`src/rtl/sys_pkg.sv`:
```
`default_nettype none

package sys_pkg;

    localparam int SAMPLE_WIDTH   = 16;
    localparam int BATCH_SAMPLES  = 4;
    localparam int BATCH_WIDTH    = SAMPLE_WIDTH * BATCH_SAMPLES;
    localparam int REG_DATA_WIDTH = 32;
    localparam int REG_COUNT      = 8;
    localparam int REG_ADDR_WIDTH = 3;
    localparam int SCALE_WIDTH    = 5;    // Low bits of SCALE_ID used as shift

    // Registers the host may only read
    localparam logic [REG_COUNT-1:0] RTL_OWNED_MASK = 8'b1100_0000;

    typedef enum logic [REG_ADDR_WIDTH-1:0] {
        RST_ID        = 3'd0,
        DAC_HLT_ID    = 3'd1,
        BURST_SIZE_ID = 3'd2,
        SCALE_ID      = 3'd3,
        RUN_ID        = 3'd4,
        STEP_ID       = 3'd5,
        TS_STAMP_ID   = 3'd6,
        TS_VALID_ID   = 3'd7
    } reg_id_e;

    typedef struct packed {
        logic                      en;
        reg_id_e                   addr;
        logic [REG_DATA_WIDTH-1:0] data;
    } host_wr_t;

    typedef struct packed {
        logic                      en;
        reg_id_e                   addr;
        logic [REG_DATA_WIDTH-1:0] data;
    } rtl_wr_t;

    typedef struct packed {
        logic                      valid;
        logic [REG_DATA_WIDTH-1:0] stamp;
    } ts_req_t;

    typedef logic [BATCH_SAMPLES-1:0][SAMPLE_WIDTH-1:0] batch_t;
    typedef logic [REG_COUNT-1:0][REG_DATA_WIDTH-1:0]   regs_t;

    typedef enum logic [2:0] {
        TS_IDLE,
        TS_WRITE_STAMP,
        TS_WRITE_VALID,
        TS_WAIT_READ,
        TS_CLEAR
    } ts_state_e;

    typedef enum logic [1:0] {
        RST_IDLE,
        RST_WAIT,
        RST_FIRE
    } rst_state_e;

endpackage

`default_nettype wire

```
`src/rtl/reg_bank.sv`:
```
`timescale 1ns/1ps
`default_nettype none

module reg_bank (
    input  wire                                clk,
    input  wire                                rst,
    input  wire sys_pkg::host_wr_t             host_wr,
    input  wire                                host_rd_en,
    input  wire sys_pkg::reg_id_e              host_rd_addr,
    output logic [sys_pkg::REG_DATA_WIDTH-1:0] host_rd_data,
    output logic                               host_rd_valid,
    input  wire sys_pkg::rtl_wr_t              rtl_wr,
    output sys_pkg::regs_t                     regs,
    output logic [sys_pkg::REG_COUNT-1:0]      fresh
);
    import sys_pkg::*;

    logic host_wr_ok;

    // Host may not touch the timestamp registers
    assign host_wr_ok = host_wr.en && !RTL_OWNED_MASK[host_wr.addr];

    always_ff @(posedge clk) begin
        if (rst) begin
            regs          <= '0;
            fresh         <= '0;
            host_rd_valid <= 1'b0;
        end else begin
            host_rd_valid <= host_rd_en;
            if (host_rd_en) begin
                fresh[host_rd_addr] <= 1'b0;      // Consumed by host
            end
            // A write in the same cycle wins over the read clear
            if (host_wr_ok) begin
                regs[host_wr.addr]  <= host_wr.data;
                fresh[host_wr.addr] <= 1'b1;
            end
            if (rtl_wr.en) begin
                regs[rtl_wr.addr]  <= rtl_wr.data;  // Never the same address as host
                fresh[rtl_wr.addr] <= 1'b1;
            end
        end
    end

    // Read data returns the value before any write at the same edge
    always_ff @(posedge clk) begin
        if (host_rd_en) begin
            host_rd_data <= regs[host_rd_addr];
        end
    end

endmodule

`default_nettype wire

```
`src/rtl/wave_gen.sv`:
```
`timescale 1ns/1ps
`default_nettype none

module wave_gen (
    input  wire                              clk,
    input  wire                              rst,
    input  wire                              start,
    input  wire [sys_pkg::SAMPLE_WIDTH-1:0]  base,
    input  wire [sys_pkg::SAMPLE_WIDTH-1:0]  step,
    input  wire                              dac_rdy,
    input  wire                              halt,
    output sys_pkg::batch_t                  batch,
    output logic                             batch_valid
);
    import sys_pkg::*;

    logic                    run;
    logic                    start_q;
    logic                    start_pulse;
    logic                    emit;
    logic [SAMPLE_WIDTH-1:0] value;       // First sample of the next batch
    logic [SAMPLE_WIDTH-1:0] value_next;
    batch_t                  batch_next;

    assign start_pulse = start && !start_q;   // RUN_ID just became fresh
    assign emit        = run && dac_rdy && !halt && !start_pulse;

    // Ramp out four samples, each one step above the last
    always_comb begin
        value_next = value;
        for (int k = 0; k < BATCH_SAMPLES; k++) begin
            batch_next[k] = value_next;
            value_next    = value_next + step;  // Wraps at 16 bits
        end
    end

    always_ff @(posedge clk) begin
        if (rst) begin
            run         <= 1'b0;
            start_q     <= 1'b0;
            batch_valid <= 1'b0;
        end else begin
            start_q     <= start;
            batch_valid <= emit;
            if (start_pulse) begin
                run <= 1'b1;                  // Restart takes priority over halt
            end else if (halt) begin
                run <= 1'b0;
            end
        end
    end

    always_ff @(posedge clk) begin
        if (start_pulse) begin
            value <= base;
        end else if (emit) begin
            value <= value_next;
        end
        if (emit) begin
            batch <= batch_next;
        end
    end

endmodule

`default_nettype wire

```
`src/rtl/ts_capture.sv`:
```
`timescale 1ns/1ps
`default_nettype none

module ts_capture (
    input  wire              clk,
    input  wire              rst,
    input  wire              trig,
    input  wire              ts_ack,
    output sys_pkg::ts_req_t ts_req
);
    import sys_pkg::*;

    logic [REG_DATA_WIDTH-1:0] count;       // Free-running cycle count
    logic                      held_valid;
    logic [REG_DATA_WIDTH-1:0] held_stamp;

    assign ts_req.valid = held_valid;
    assign ts_req.stamp = held_stamp;

    always_ff @(posedge clk) begin
        if (rst) begin
            count      <= '0;
            held_valid <= 1'b0;
        end else begin
            count <= count + 1'b1;
            if (held_valid) begin
                if (ts_ack) begin
                    held_valid <= 1'b0;         // Triggers while holding are dropped
                end
            end else if (trig) begin
                held_valid <= 1'b1;
            end
        end
    end

    // Stamp is the count seen at the trigger edge
    always_ff @(posedge clk) begin
        if (!held_valid && trig) begin
            held_stamp <= count;
        end
    end

endmodule

`default_nettype wire

```
`src/rtl/sys_ctrl.sv`:
```
`timescale 1ns/1ps
`default_nettype none

module sys_ctrl (
    input  wire                           clk,
    input  wire                           rst,
    input  wire sys_pkg::regs_t           regs,
    input  wire [sys_pkg::REG_COUNT-1:0]  fresh,
    input  wire sys_pkg::batch_t          batch_raw,
    input  wire                           batch_raw_valid,
    input  wire sys_pkg::ts_req_t         ts_req,
    output logic                          ts_ack,
    output sys_pkg::rtl_wr_t              rtl_wr,
    output logic                          halt,
    output sys_pkg::batch_t               dac_batch,
    output logic                          dac_batch_valid,
    output logic                          sys_rst,
    output logic                          pl_rstn
);
    import sys_pkg::*;

    rst_state_e                rst_state;
    ts_state_e                 ts_state;
    logic                      rst_cmd;
    logic [SCALE_WIDTH-1:0]    scale;
    logic [REG_DATA_WIDTH-1:0] burst_size;
    logic [REG_DATA_WIDTH-1:0] burst_cnt;
    logic                      burst_last;
    logic                      run_fresh_q;
    logic                      run_start;
    logic                      hlt_fresh_q;
    logic                      hlt_pulse;

    assign sys_rst = rst || rst_cmd;
    assign pl_rstn = !sys_rst;

    assign burst_size = regs[BURST_SIZE_ID];
    assign run_start  = fresh[RUN_ID] && !run_fresh_q;
    assign burst_last = batch_raw_valid && (burst_size != '0) &&
                        (burst_cnt == burst_size - 1'b1);
    assign halt       = burst_last || hlt_pulse;

    assign dac_batch_valid = batch_raw_valid;

    always_comb begin
        for (int k = 0; k < BATCH_SAMPLES; k++) begin
            dac_batch[k] = batch_raw[k] >> scale;   // Logical shift
        end
    end

    always_ff @(posedge clk) begin
        if (sys_rst) begin
            scale       <= '0;
            burst_cnt   <= '0;
            run_fresh_q <= 1'b0;
            hlt_fresh_q <= 1'b0;
            hlt_pulse   <= 1'b0;
        end else begin
            run_fresh_q <= fresh[RUN_ID];
            hlt_fresh_q <= fresh[DAC_HLT_ID];
            hlt_pulse   <= fresh[DAC_HLT_ID] && !hlt_fresh_q;
            if (fresh[SCALE_ID]) begin
                scale <= regs[SCALE_ID][SCALE_WIDTH-1:0];
            end
            if (run_start || hlt_pulse || burst_last) begin
                burst_cnt <= '0;              // New run or halted
            end else if (batch_raw_valid && burst_size != '0) begin
                burst_cnt <= burst_cnt + 1'b1;
            end
        end
    end

    // Reset command, fires three edges after the RST_ID write
    always_ff @(posedge clk) begin
        if (sys_rst) begin
            rst_state <= RST_IDLE;
            rst_cmd   <= 1'b0;
        end else begin
            case (rst_state)
                RST_IDLE: if (fresh[RST_ID]) rst_state <= RST_WAIT;
                RST_WAIT: rst_state <= RST_FIRE;
                RST_FIRE: begin
                    rst_cmd   <= 1'b1;          // Clears itself through sys_rst
                    rst_state <= RST_IDLE;
                end
                default:  rst_state <= RST_IDLE;
            endcase
        end
    end

    always_ff @(posedge clk) begin
        if (sys_rst) begin
            ts_state <= TS_IDLE;
        end else begin
            case (ts_state)
                TS_IDLE: begin
                    if (ts_req.valid && regs[TS_VALID_ID] == '0) ts_state <= TS_WRITE_STAMP;
                end
                TS_WRITE_STAMP: ts_state <= TS_WRITE_VALID;
                TS_WRITE_VALID: ts_state <= TS_WAIT_READ;
                TS_WAIT_READ: begin
                    if (!fresh[TS_STAMP_ID]) ts_state <= TS_CLEAR;  // Host has read it
                end
                default: ts_state <= TS_IDLE;
            endcase
        end
    end

    always_comb begin
        ts_ack      = 1'b0;
        rtl_wr.en   = 1'b0;
        rtl_wr.addr = TS_VALID_ID;
        rtl_wr.data = '0;
        case (ts_state)
            TS_WRITE_STAMP: begin
                ts_ack      = 1'b1;
                rtl_wr.en   = 1'b1;
                rtl_wr.addr = TS_STAMP_ID;
                rtl_wr.data = ts_req.stamp;
            end
            TS_WRITE_VALID: begin
                rtl_wr.en   = 1'b1;
                rtl_wr.data = 32'd1;
            end
            TS_CLEAR: rtl_wr.en = 1'b1;             // Valid back to 0
            default: ;
        endcase
    end

endmodule

`default_nettype wire

```
`src/rtl/sys_top.sv`:
```
`timescale 1ns/1ps
`default_nettype none

module sys_top (
    input  wire                                clk,
    input  wire                                rst,
    input  wire sys_pkg::host_wr_t             host_wr,
    input  wire                                host_rd_en,
    input  wire sys_pkg::reg_id_e              host_rd_addr,
    output logic [sys_pkg::REG_DATA_WIDTH-1:0] host_rd_data,
    output logic                               host_rd_valid,
    input  wire                                dac_rdy,
    input  wire                                trig,
    output sys_pkg::batch_t                    dac_batch,
    output logic                               dac_batch_valid,
    output logic                               pl_rstn
);
    import sys_pkg::*;

    regs_t                regs;
    logic [REG_COUNT-1:0] fresh;
    rtl_wr_t              rtl_wr;
    ts_req_t              ts_req;
    logic                 ts_ack;
    logic                 halt;
    batch_t               batch_raw;
    logic                 batch_raw_valid;
    logic                 sys_rst;          // Board reset or host reset command

    reg_bank i_reg_bank (
        .clk           (clk),
        .rst           (sys_rst),
        .host_wr       (host_wr),
        .host_rd_en    (host_rd_en),
        .host_rd_addr  (host_rd_addr),
        .host_rd_data  (host_rd_data),
        .host_rd_valid (host_rd_valid),
        .rtl_wr        (rtl_wr),
        .regs          (regs),
        .fresh         (fresh)
    );

    wave_gen i_wave_gen (
        .clk         (clk),
        .rst         (sys_rst),
        .start       (fresh[RUN_ID]),
        .base        (regs[RUN_ID][SAMPLE_WIDTH-1:0]),
        .step        (regs[STEP_ID][SAMPLE_WIDTH-1:0]),
        .dac_rdy     (dac_rdy),
        .halt        (halt),
        .batch       (batch_raw),
        .batch_valid (batch_raw_valid)
    );

    ts_capture i_ts_capture (
        .clk    (clk),
        .rst    (sys_rst),
        .trig   (trig),
        .ts_ack (ts_ack),
        .ts_req (ts_req)
    );

    sys_ctrl i_sys_ctrl (
        .clk             (clk),
        .rst             (rst),
        .regs            (regs),
        .fresh           (fresh),
        .batch_raw       (batch_raw),
        .batch_raw_valid (batch_raw_valid),
        .ts_req          (ts_req),
        .ts_ack          (ts_ack),
        .rtl_wr          (rtl_wr),
        .halt            (halt),
        .dac_batch       (dac_batch),
        .dac_batch_valid (dac_batch_valid),
        .sys_rst         (sys_rst),
        .pl_rstn         (pl_rstn)
    );

endmodule

`default_nettype wire

```
`config.mk`:
```
export PLATFORM = sky130hd
export DESIGN_NAME = sys_top
export DESIGN_NICKNAME = d
export VERILOG_FILES = /design/src/rtl/sys_pkg.sv /design/src/rtl/reg_bank.sv /design/src/rtl/wave_gen.sv /design/src/rtl/ts_capture.sv /design/src/rtl/sys_ctrl.sv /design/src/rtl/sys_top.sv
export SDC_FILE = /design/constraint.sdc
export NUM_CORES = 1
export LEC_CHECK = 0
export BUFFER_PORTS_ARGS = -buffer_cell sky130_fd_sc_hd__buf_2
export CAP_MARGIN = 20
export CELL_PAD_IN_SITES_DETAIL_PLACEMENT = 2
export CELL_PAD_IN_SITES_GLOBAL_PLACEMENT = 2
export CORE_UTILIZATION = 35
export DETAILED_ROUTE_END_ITERATION = 8
export GPL_TIMING_DRIVEN = 0
export MAX_ROUTING_LAYER = met4
export PLACE_DENSITY = 0.83
export SLEW_MARGIN = 25
export SYNTH_ARGS = -nofsm -noshare
export SYNTH_HDL_FRONTEND = slang
export SYNTH_HIERARCHICAL = 1
export SYNTH_SLANG_ARGS = --single-unit
```
`constraint.sdc`:
```
create_clock -name clk -period 5.78 [get_ports clk]
set_input_delay 0.289 -clock clk [delete_from_list [all_inputs] [get_ports clk]]
set_output_delay 0.289 -clock clk [all_outputs]
set_load 0.02 [all_outputs]
```
Word-level counts from Yosys, hierarchy flattened. Memory sizes are Yosys's and may differ from the RTL's. Cells that the tools add are included.

Flip-flop bits (word level): 490. ROM bits: 8. Bits of input ports: 44. Word-level logic and storage cells: 133. Memories: 1.

Memories: (name not given) (depth 8, bits a word 1, read ports 1, clocked after Yosys merged registers in 0, write ports 0, RTL line reg_bank.sv:21) `assign host_wr_ok = host_wr.en && !RTL_OWNED_MASK[host_wr.addr];`.

Add/subtract/negate cells: 7. $lt $le $gt $ge: 6. Eq/ne operators: 10. Shift-type cells: 4. Muxes and demuxes: 39. Bitwise operators: 4. Reductions and logical operators: 33.

Operators by type and width (count): 2-to-1 mux 256 bit (3); bitwise mux 256 bit (2); demux 32 bit (select 3 bit) (2); binary-select mux 32 bit (select 3 bit) (1); 2-to-1 mux 32 bit (3); adder 16 bit (4); adder 32 x 1 -> 32 bit (second input constant) (2); one-hot mux 32 bit (2 select lines) (1); >> shifter 16 x 5 -> 16 bit (4); 2-to-1 mux 8 bit (5); == test 32 bit (1); logical NOT 32 bit (1); 2-to-1 mux 16 bit (2); nonzero test 32 bit (1); subtractor 32 x 1 -> 32 bit (second input constant) (1); OR 8 bit (2); logical AND 1 bit (13); < comparator 3 x 4 -> 1 bit (second input constant) (3); 2-to-1 mux 1 bit (12); one-hot mux 3 bit (4 select lines) (1); demux 1 bit (select 3 bit) (3); greater-or-equal comparator 3 x 1 -> 1 bit (second input constant) (3); bitwise AND 8 bit (1); inverter 8 bit (1); 18 further kinds (31).

Longest topological paths before layout. Gate-level depths: netlist of the first run.

Depth after elaboration: 13. Gate-level depth with buffers: 33. Depth with buffers taken out: 33.

Modules after synthesis. Netlist of the first run, hierarchy kept.

Modules (own cells, without submodules): reg_bank (instances 1, cells each 1441, area each 14229.9 um2, sequential area each 6266.0 um2); sys_ctrl (instances 1, cells each 864, area each 6067.1 um2, sequential area each 920.9 um2); wave_gen (instances 1, cells each 501, area each 5431.5 um2, sequential area each 2432.3 um2); ts_capture (instances 1, cells each 213, area each 2557.5 um2, sequential area each 1621.6 um2).

Least setup slack after synthesis of the first run. Ideal clock, no wire load.

Kind: register -> register. From: register i_reg_bank/regs[64] (netlist name). To: register i_wave_gen/batch[0] (netlist name) (enable). Library setup time: 484 ps. Arrival: 5432 ps. Data required time: 5296 ps. Path slack: -136 ps. Cell stages (with the launch flop): 12. Path buffers: 0. Period minus slack after synthesis: 5916 ps. Cells stage by stage: dfxtp_1 -> inv_1 -> ha_1 -> nor4b_1 -> nand4_1 -> or4_1 -> o211ai_1 -> or4_4 -> nor4_4 -> or2_2 -> nand3b_1 -> nor2_1.

Longest elaborated chain between the ends: 7. Elaborated cells between the ends (all ways): 9. Classes of those cells: add/sub: 1; eq/ne: 1; reduce/logical: 7.

Ends and longest elaborated chain: from (decl) (RTL line reg_bank.sv:13) `output sys_pkg::regs_t regs,`; from (signal, indexed assignment) (RTL line reg_bank.sv:35) `regs[host_wr.addr] <= host_wr.data;`; from (signal, indexed assignment) (RTL line reg_bank.sv:39) `regs[rtl_wr.addr] <= rtl_wr.data;`; subtractor 32 x 1 -> 32 bit or nonzero test 32 bit (tied branches) (RTL line sys_ctrl.sv:40, sys_ctrl.sv:39); == test 32 bit or logical AND 1 bit (tied branches) (RTL line sys_ctrl.sv:40, sys_ctrl.sv:39); logical AND 1 bit * (RTL line sys_ctrl.sv:39) `assign burst_last = batch_raw_valid && (burst_size != '0) &&`; logical OR 1 bit * (RTL line sys_ctrl.sv:41) `assign halt = burst_last || hlt_pulse;`; net halt (RTL line sys_top.sv:25) `logic halt;`; logical NOT 1 bit * (RTL line wave_gen.sv:26) `assign emit = run && dac_rdy && !halt && !start_pulse;`; logical AND 1 bit * (2 in series) (RTL line wave_gen.sv:26); net i_wave_gen.emit (RTL line wave_gen.sv:20) `logic emit;`; to (signal assigned) (RTL line wave_gen.sv:60) `batch <= batch_next;`; to (decl) (RTL line wave_gen.sv:12) `output sys_pkg::batch_t batch,`.

Mark *: on every way through the listed nets, which the timed path passes. The rest lies on a longest branch. A chain may end at the register's enable or synchronous reset.

==> flow_summary.json, run 1 <==
{
  "p_clk_share_pct": 34.7,
  "total_power_mw": 10.5,
  "fin_nets": 3379,
  "cts_tree": "built",
  "final.fill_count": 8628,
  "rows": 103,
  "min_period_ps": 6380,
  "sequentialPowerShare_pct": 37.4,
  "outcome": "finished with violations",
  "htreeDepth": 2,
  "r2r_cells": 28,
  "antenna_found_initial": 9,
  "ios": 143,
  "vias": 26287,
  "cap_viol_max_count": 0,
  "grt_pass1_vias": 28018,
  "die_w_um": 286,
  "clk_latency_ps": 640,
  "grt_pass1_wl_um": 178000,
  "peakVddDrop_mv": 0.244,
  "powerDensity_mw_per_mm2": 317,
  "syn_to_final_growth_pct": 17.6,
  "timing.rr.start": "i_wave_gen/value[0]$_DFFE_PP_",
  "post_drt_wl_per_cell_um": 28.6,
  "grt_setup_unrepaired": "true",
  "cellInternalPower_mw": 7.01,
  "syn_inst": 3009,
  "coreArea_mm2": 0.0794,
  "start_util_pct": 35.5,
  "path_clk_slew_ps": 70,
  "gp_congestion": 0.918,
  "die_h_um": 286,
  "cts-root-buf": "clkbuf_16",
  "hold_path.startpoint": "host_wr[18]",
  "drc": 0,
  "drv_slew": 0,
  "p_leak_nw": 12.3,
  "clockBufferDepth": 3,
  "setup_violations": 6,
  "cts-buffers-inserted": 55,
  "post-route-period-util_pct": 110,
  "post-place-cells": 4201,
  "rr_endpoint": "i_wave_gen/value[15]$_DFFE_PP_",
  "hpwl_um": 87600,
  "max_stage_delay_ps": 450,
  "p_sw_mw": 3.51,
  "combPwrFrac_pct": 27.9,
  "end_kind": "flop",
  "synth_area_mm2": 0.0282,
  "required_ps": 6140,
  "finalNonFillerCells": 4373,
  "rrSetupSlack_ps": -600,
  "worstMarginPinSlew_ps": 1070,
  "dp_slack_ps": -1370,
  "drt-initial-drc-count": 1774,
  "viasPerCell": 6.01,
  "gr-total-overflow": 0,
  "routed_wl_um": 125000,
  "avgSynthCellArea_um2": 9.37,
  "die-area_mm2": 0.0817,
  "hold_viol_final": 0,
  "drive_gt1_share_pct": 19.2,
  "grt_max_degree": 36,
  "ys_warn_count": 6,
  "setup_ws_ps": -604,
  "whs_ps": 22.1,
  "hold-path-endpoint": "i_reg_bank/regs[178]$_SDFF_PP0_",
  "grt_usage_pct": 29.4,
  "slew_headroom_pct": 28.8,
  "crit_slowest_cell": "edfxtp_1",
  "whs_path_depth": 3,
  "multiInputGateArea_mm2": 0.0161,
  "detail-route-antenna-nets": 0,
  "worst_clock_skew_ps": 28.0,
  "critPathKind": "flop to flop",
  "port_buffers": 138,
  "cts_sinks": 487,
  "start_kind": "flop",
  "dr.pass1.iters": 5,
  "p_sw_share_pct": 33.4,
  "violations": "negative setup slack",
  "hp-class": "primary input to flop",
  "ff_latch_area_mm2": 0.0112,
  "cp_max_fo": 6,
  "crit_top_cell": "ha_1",
  "crit_arrival_ps": 6740,
  "fmaxAchievable_mhz": 157
}
==> registers in the layout (all words and copies together) (netlist names), 2 cells and up <==
register,flops
i_wave_gen/value,16
i_ts_capture/count,32
i_reg_bank/fresh,5
i_sys_ctrl/ts_state,3
i_wave_gen/batch,63
i_sys_ctrl/rst_state,2
i_ts_capture/held_stamp,32
i_sys_ctrl/scale,5
i_sys_ctrl/burst_cnt,32
i_reg_bank/host_rd_data,32
i_reg_bank/regs,256
==> final cells by class <==
cell class              count  share of cell area (%)
diodes                      9                  0.0680
plain buffers             251                    3.79
clock buffers              85                    5.05
clock inverters            19                   0.483
inverters                  54                   0.623
multi-input cells        2218                    48.5
flip-flops and latches    487                    33.8
well taps                1050                    3.96
repair buffers            200                    3.79
==> layer usage <==
| metal | wire length [um] | part of all wire, % | vias up | track usage, % |
|---|---|---|---|---|
| met2 | 62200 | 50 | 924 | 50.8 |
| li1 | - | - | 11467 | - |
| met1 | 49900 | 40 | 13552 | 33.8 |
| met4 | 6420 | 5.1 | 0 | 13.5 |
| met5 | 0 | 0 | - | - |
| met3 | 6450 | 5.2 | 344 | 4.07 |
==> power by group through the flow <==
stage                     combinational, mW  clock [mW]  sequential (mW)
after floorplan                        1.61           0             3.93
after global routing                   3.09        3.82             3.94
after detailed placement               2.28           0             3.98
final                                  2.93        3.65             3.93
after CTS                              2.44        3.68             3.91
after global placement                 2.15           0             3.98
==> what timing repair did <==
item,in CTS,in global routing
hold buffers,19,0
gates resized for setup,45,59
setup endpoints to repair,10,5
buffers inserted,16,24
pin swaps,16,42
endpoints found under the hold margin,27,0
==> layout by cell type, fill, tap and decap left out, types with 18 or more instances in the layout <==
cell           instances
o21ai_0               39
nand4_1               35
buf_4                 66
nand3_1               32
dlygate4sd3_1         19
clkbuf_1             144
buf_6                 20
nand2_1              384
buf_1                 19
edfxtp_1             143
mux4_2                64
mux2i_1              208
dfxtp_1              341
a21oi_1              148
nor4_1                33
a211oi_2              30
xnor2_1               61
and2_1                46
ha_1                  52
and3_1                18
inv_1                 49
xor2_1                47
clkbuf_16             59
a311oi_1              74
buf_2                192
nor2b_1               29
nor2_1               354
a211oi_1             147
mux2_2                44
nor3_1                45
==> worst max-delay path: cells and delay by family (launching register included) <==
family                     cells  cell delay, ps
AOI/OAI and AO/OA             11            1860
adders and majority gates      5            1510
and+or+nand+nor                6            1030
xor gates and xnor gates       4            1000
DFF                            1             450
buffers and inverters          2             250
==> how the worst max path moves through the flow <==
stage | from | endpoint | slack (ps) | cells after the start
floorplan | i_reg_bank/regs[160]$_SDFF_PP0_ | i_wave_gen/value[15]$_DFFE_PP_ | 10 | 31
CTS | i_wave_gen/value[0]$_DFFE_PP_ | i_wave_gen/value[15]$_DFFE_PP_ | -250 | 30
finish | i_wave_gen/value[0]$_DFFE_PP_ | i_wave_gen/value[15]$_DFFE_PP_ | -600 | 28
detailed placement | i_reg_bank/regs[160]$_SDFF_PP0_ | i_wave_gen/value[15]$_DFFE_PP_ | -1370 | 28
global placement | i_reg_bank/regs[160]$_SDFF_PP0_ | i_wave_gen/value[15]$_DFFE_PP_ | -1120 | 28
global route | i_wave_gen/value[0]$_DFFE_PP_ | i_wave_gen/value[15]$_DFFE_PP_ | -750 | 31
==> metrics by stage <==
stage	utilization [%]	area, um2	TNS (ps)
finish	41.7	33100	-1980
global route	41.7	33100	-2850
detailed placement	38.2	30300	-4910
floorplan	-	28200	0
CTS	41.1	32600	-339
global placement	38.0	30200	-45530
Note: power is estimated with default switching activity, not from simulation.
==> inputs of run 2 (changes only) <==
--- a/config.mk
+++ b/config.mk
@@ -14,6 +14,7 @@
 export GPL_TIMING_DRIVEN = 0
 export MAX_ROUTING_LAYER = met4
 export PLACE_DENSITY = 0.83
+export SKIP_CTS_REPAIR_TIMING = 1
 export SLEW_MARGIN = 25
 export SYNTH_ARGS = -nofsm -noshare
 export SYNTH_HDL_FRONTEND = slang
==> run 2 against run 1 <==
  * Combinational power down 3%
  * Die area unchanged
  * The run still ends with negative setup slack left
  * Clock power about the same
  * Largest power group unchanged
  * Sequential power about the same
  * Utilization down 0.22 points
  * Clock skew up 3.4 ps
  * Maximum frequency up 0.47%
  * Cell area down 0.54%
  * Sequential share of layout area up 0.19 points
==> flow_summary.json, run 2 (same netlist as run 1, synthesis figures left out) <==
{
  "end_kind": "flop",
  "most-common-layout-cells": "383 x nand2_1, 354 x nor2_1, 341 x dfxtp_1",
  "grt_setup_unrepaired": "true",
  "hp-class": "primary input to flop",
  "hold_viol_final": 0,
  "die-area_mm2": 0.0817,
  "routed_wl_um": 122000,
  "viasPerCell": 5.97,
  "rows": 103,
  "die_w_um": 286,
  "clk_latency_ps": 650,
  "drc": 0,
  "largest-register": "i_reg_bank/regs",
  "clockBufferDepth": 3,
  "grt.busiest_layer": "met2",
  "grtUsageMet1_pct": 33.3,
  "p_leak_nw": 12.2,
  "die_h_um": 286,
  "start_kind": "flop",
  "violations": "negative setup slack",
  "largest_register_ffs": 256,
  "cap_viol_max_count": 0,
  "required_ps": 6140,
  "reg.largest.list": "i_reg_bank/regs x256, i_wave_gen/batch x63",
  "dpl_cell_area_mm2": 0.0303,
  "fmaxAchievable_mhz": 157,
  "multiInputGateArea_mm2": 0.0161,
  "grt_pass1_wl_um": 176000,
  "slew_headroom_pct": 28.5,
  "hold_path.startpoint": "host_wr[14]",
  "gp_congestion": 0.918,
  "grt_usage_pct": 29.0,
  "setup_ws_ps": -574,
  "setup_tns_ps": -1480,
  "cts_tree": "built",
  "antenna_found_initial": 10,
  "post-place-cells": 4201,
  "ios": 143,
  "hpwl_um": 87600,
  "grt_use_met2_pct": 49.6,
  "drt-initial-drc-count": 1578,
  "worstMarginPinSlew_ps": 1070,
  "drive_gt1_share_pct": 19.0,
  "start_util_pct": 35.5,
  "ff_latch_area_mm2": 0.0112,
  "coreArea_mm2": 0.0794,
  "post-route-period-util_pct": 110,
  "htreeDepth": 2,
  "fin_nets": 3359,
  "dr.pass1.iters": 5,
  "worst_clock_skew_ps": 31.4,
  "gr-total-overflow": 0,
  "path_clk_slew_ps": 60,
  "critPathKind": "flop to flop",
  "port_buffers": 138,
  "crit_start": "i_wave_gen/value[2]$_DFFE_PP_",
  "post_drt_wl_per_cell_um": 28.1,
  "grt_max_degree": 36,
  "cp_max_fo": 6,
  "setup_violations": 5,
  "crit_top_cell": "ha_1",
  "grt_use_met3_pct": 4.23,
  "peakVddDrop_mv": 0.243,
  "grt_pass1_vias": 27598,
  "mostFrequentLayoutCell": "nand2_1",
  "vias": 25977,
  "cts-buffers-inserted": 55,
  "cts-root-buf": "clkbuf_16",
  "final.fill_count": 8598,
  "fin_util_pct": 41.5,
  "cts_sinks": 487,
  "max_stage_delay_ps": 490,
  "min_period_ps": 6350,
  "powerDensity_mw_per_mm2": 316,
  "syn_to_final_growth_pct": 16.9,
  "detail-route-antenna-nets": 0,
  "crit_slowest_cell": "edfxtp_1",
  "outcome": "finished with violations",
  "finalNonFillerCells": 4354,
  "timing.rr.start": "i_wave_gen/value[2]$_DFFE_PP_",
  "crit_arrival_ps": 6720,
  "drv_slew": 0,
  "fin_area_mm2": 0.0330,
  "total_power_mw": 10.4
}
[run 2: changes by cell type in the layout (fill, tap and decap cells not counted), moves of 2 or more]
cell / change
xnor2_1: +2
xnor2_2: -3
o21ai_1: +2
dlygate4sd3_1: -17
a21oi_2: -2
buf_4: -4
a21oi_1: +2
[run 2: final timing paths]
kind | endpoint | slack, ps | cells after the start
setup / recovery | i_wave_gen/value[15]$_DFFE_PP_ | -570 | 26
hold / removal | i_reg_bank/regs[174]$_SDFF_PP0_ | 0.5 | 3
setup reg to reg | i_wave_gen/value[15]$_DFFE_PP_ | -570 | 26
hold reg to reg | i_sys_ctrl/hlt_pulse$_SDFF_PN0_ | 380 | 1
[run 2: area by class of cell]
| type | instances | share of cell area (%) |
|---|---|---|
| clock buffer | 85 | 5.08 |
| antenna | 10 | 0.0759 |
| inverter | 54 | 0.634 |
| multi-input combinational | 2218 | 48.7 |
| tap | 1050 | 3.99 |
| buffer | 251 | 3.81 |
| sequential | 487 | 34.0 |
| clock inverter | 19 | 0.486 |
| timing repair buffer | 180 | 3.23 |
[run 2: through the flow]
step | worst slack, ps | hold WS, ps
final | -574 | 0.467
after global routing | -731 | 3.04
after CTS | -1490 | -27.6
after detailed placement | -1370 | 378
after global placement | -1120 | 371
after floorplan | 13.7 | 367
[run 2: where the power goes]
part           switching (mW)  internal, mW
combinational            1.71          1.12
clock                    1.57          2.08
sequential              0.163          3.76
total                    3.44          6.97
[run 2: metal layers]
layer  wire length (um)  up-vias
met5                  0        -
met4               6020        0
met3               6210      301
met2              60700      812
met1              49300    13431
li1                   -    11433
[run 2: worst max-delay path, delay by kind of cell (launching register included)]
kind | cells | cell delay, ps
AO/OA/AOI/OAI | 11 | 1810
XOR/XNOR | 4 | 990
adder cells (fa/ha/maj) | 4 | 1420
buffers and inverters | 1 | 160
flip-flops | 1 | 490
AND/OR/NAND/NOR | 6 | 1210
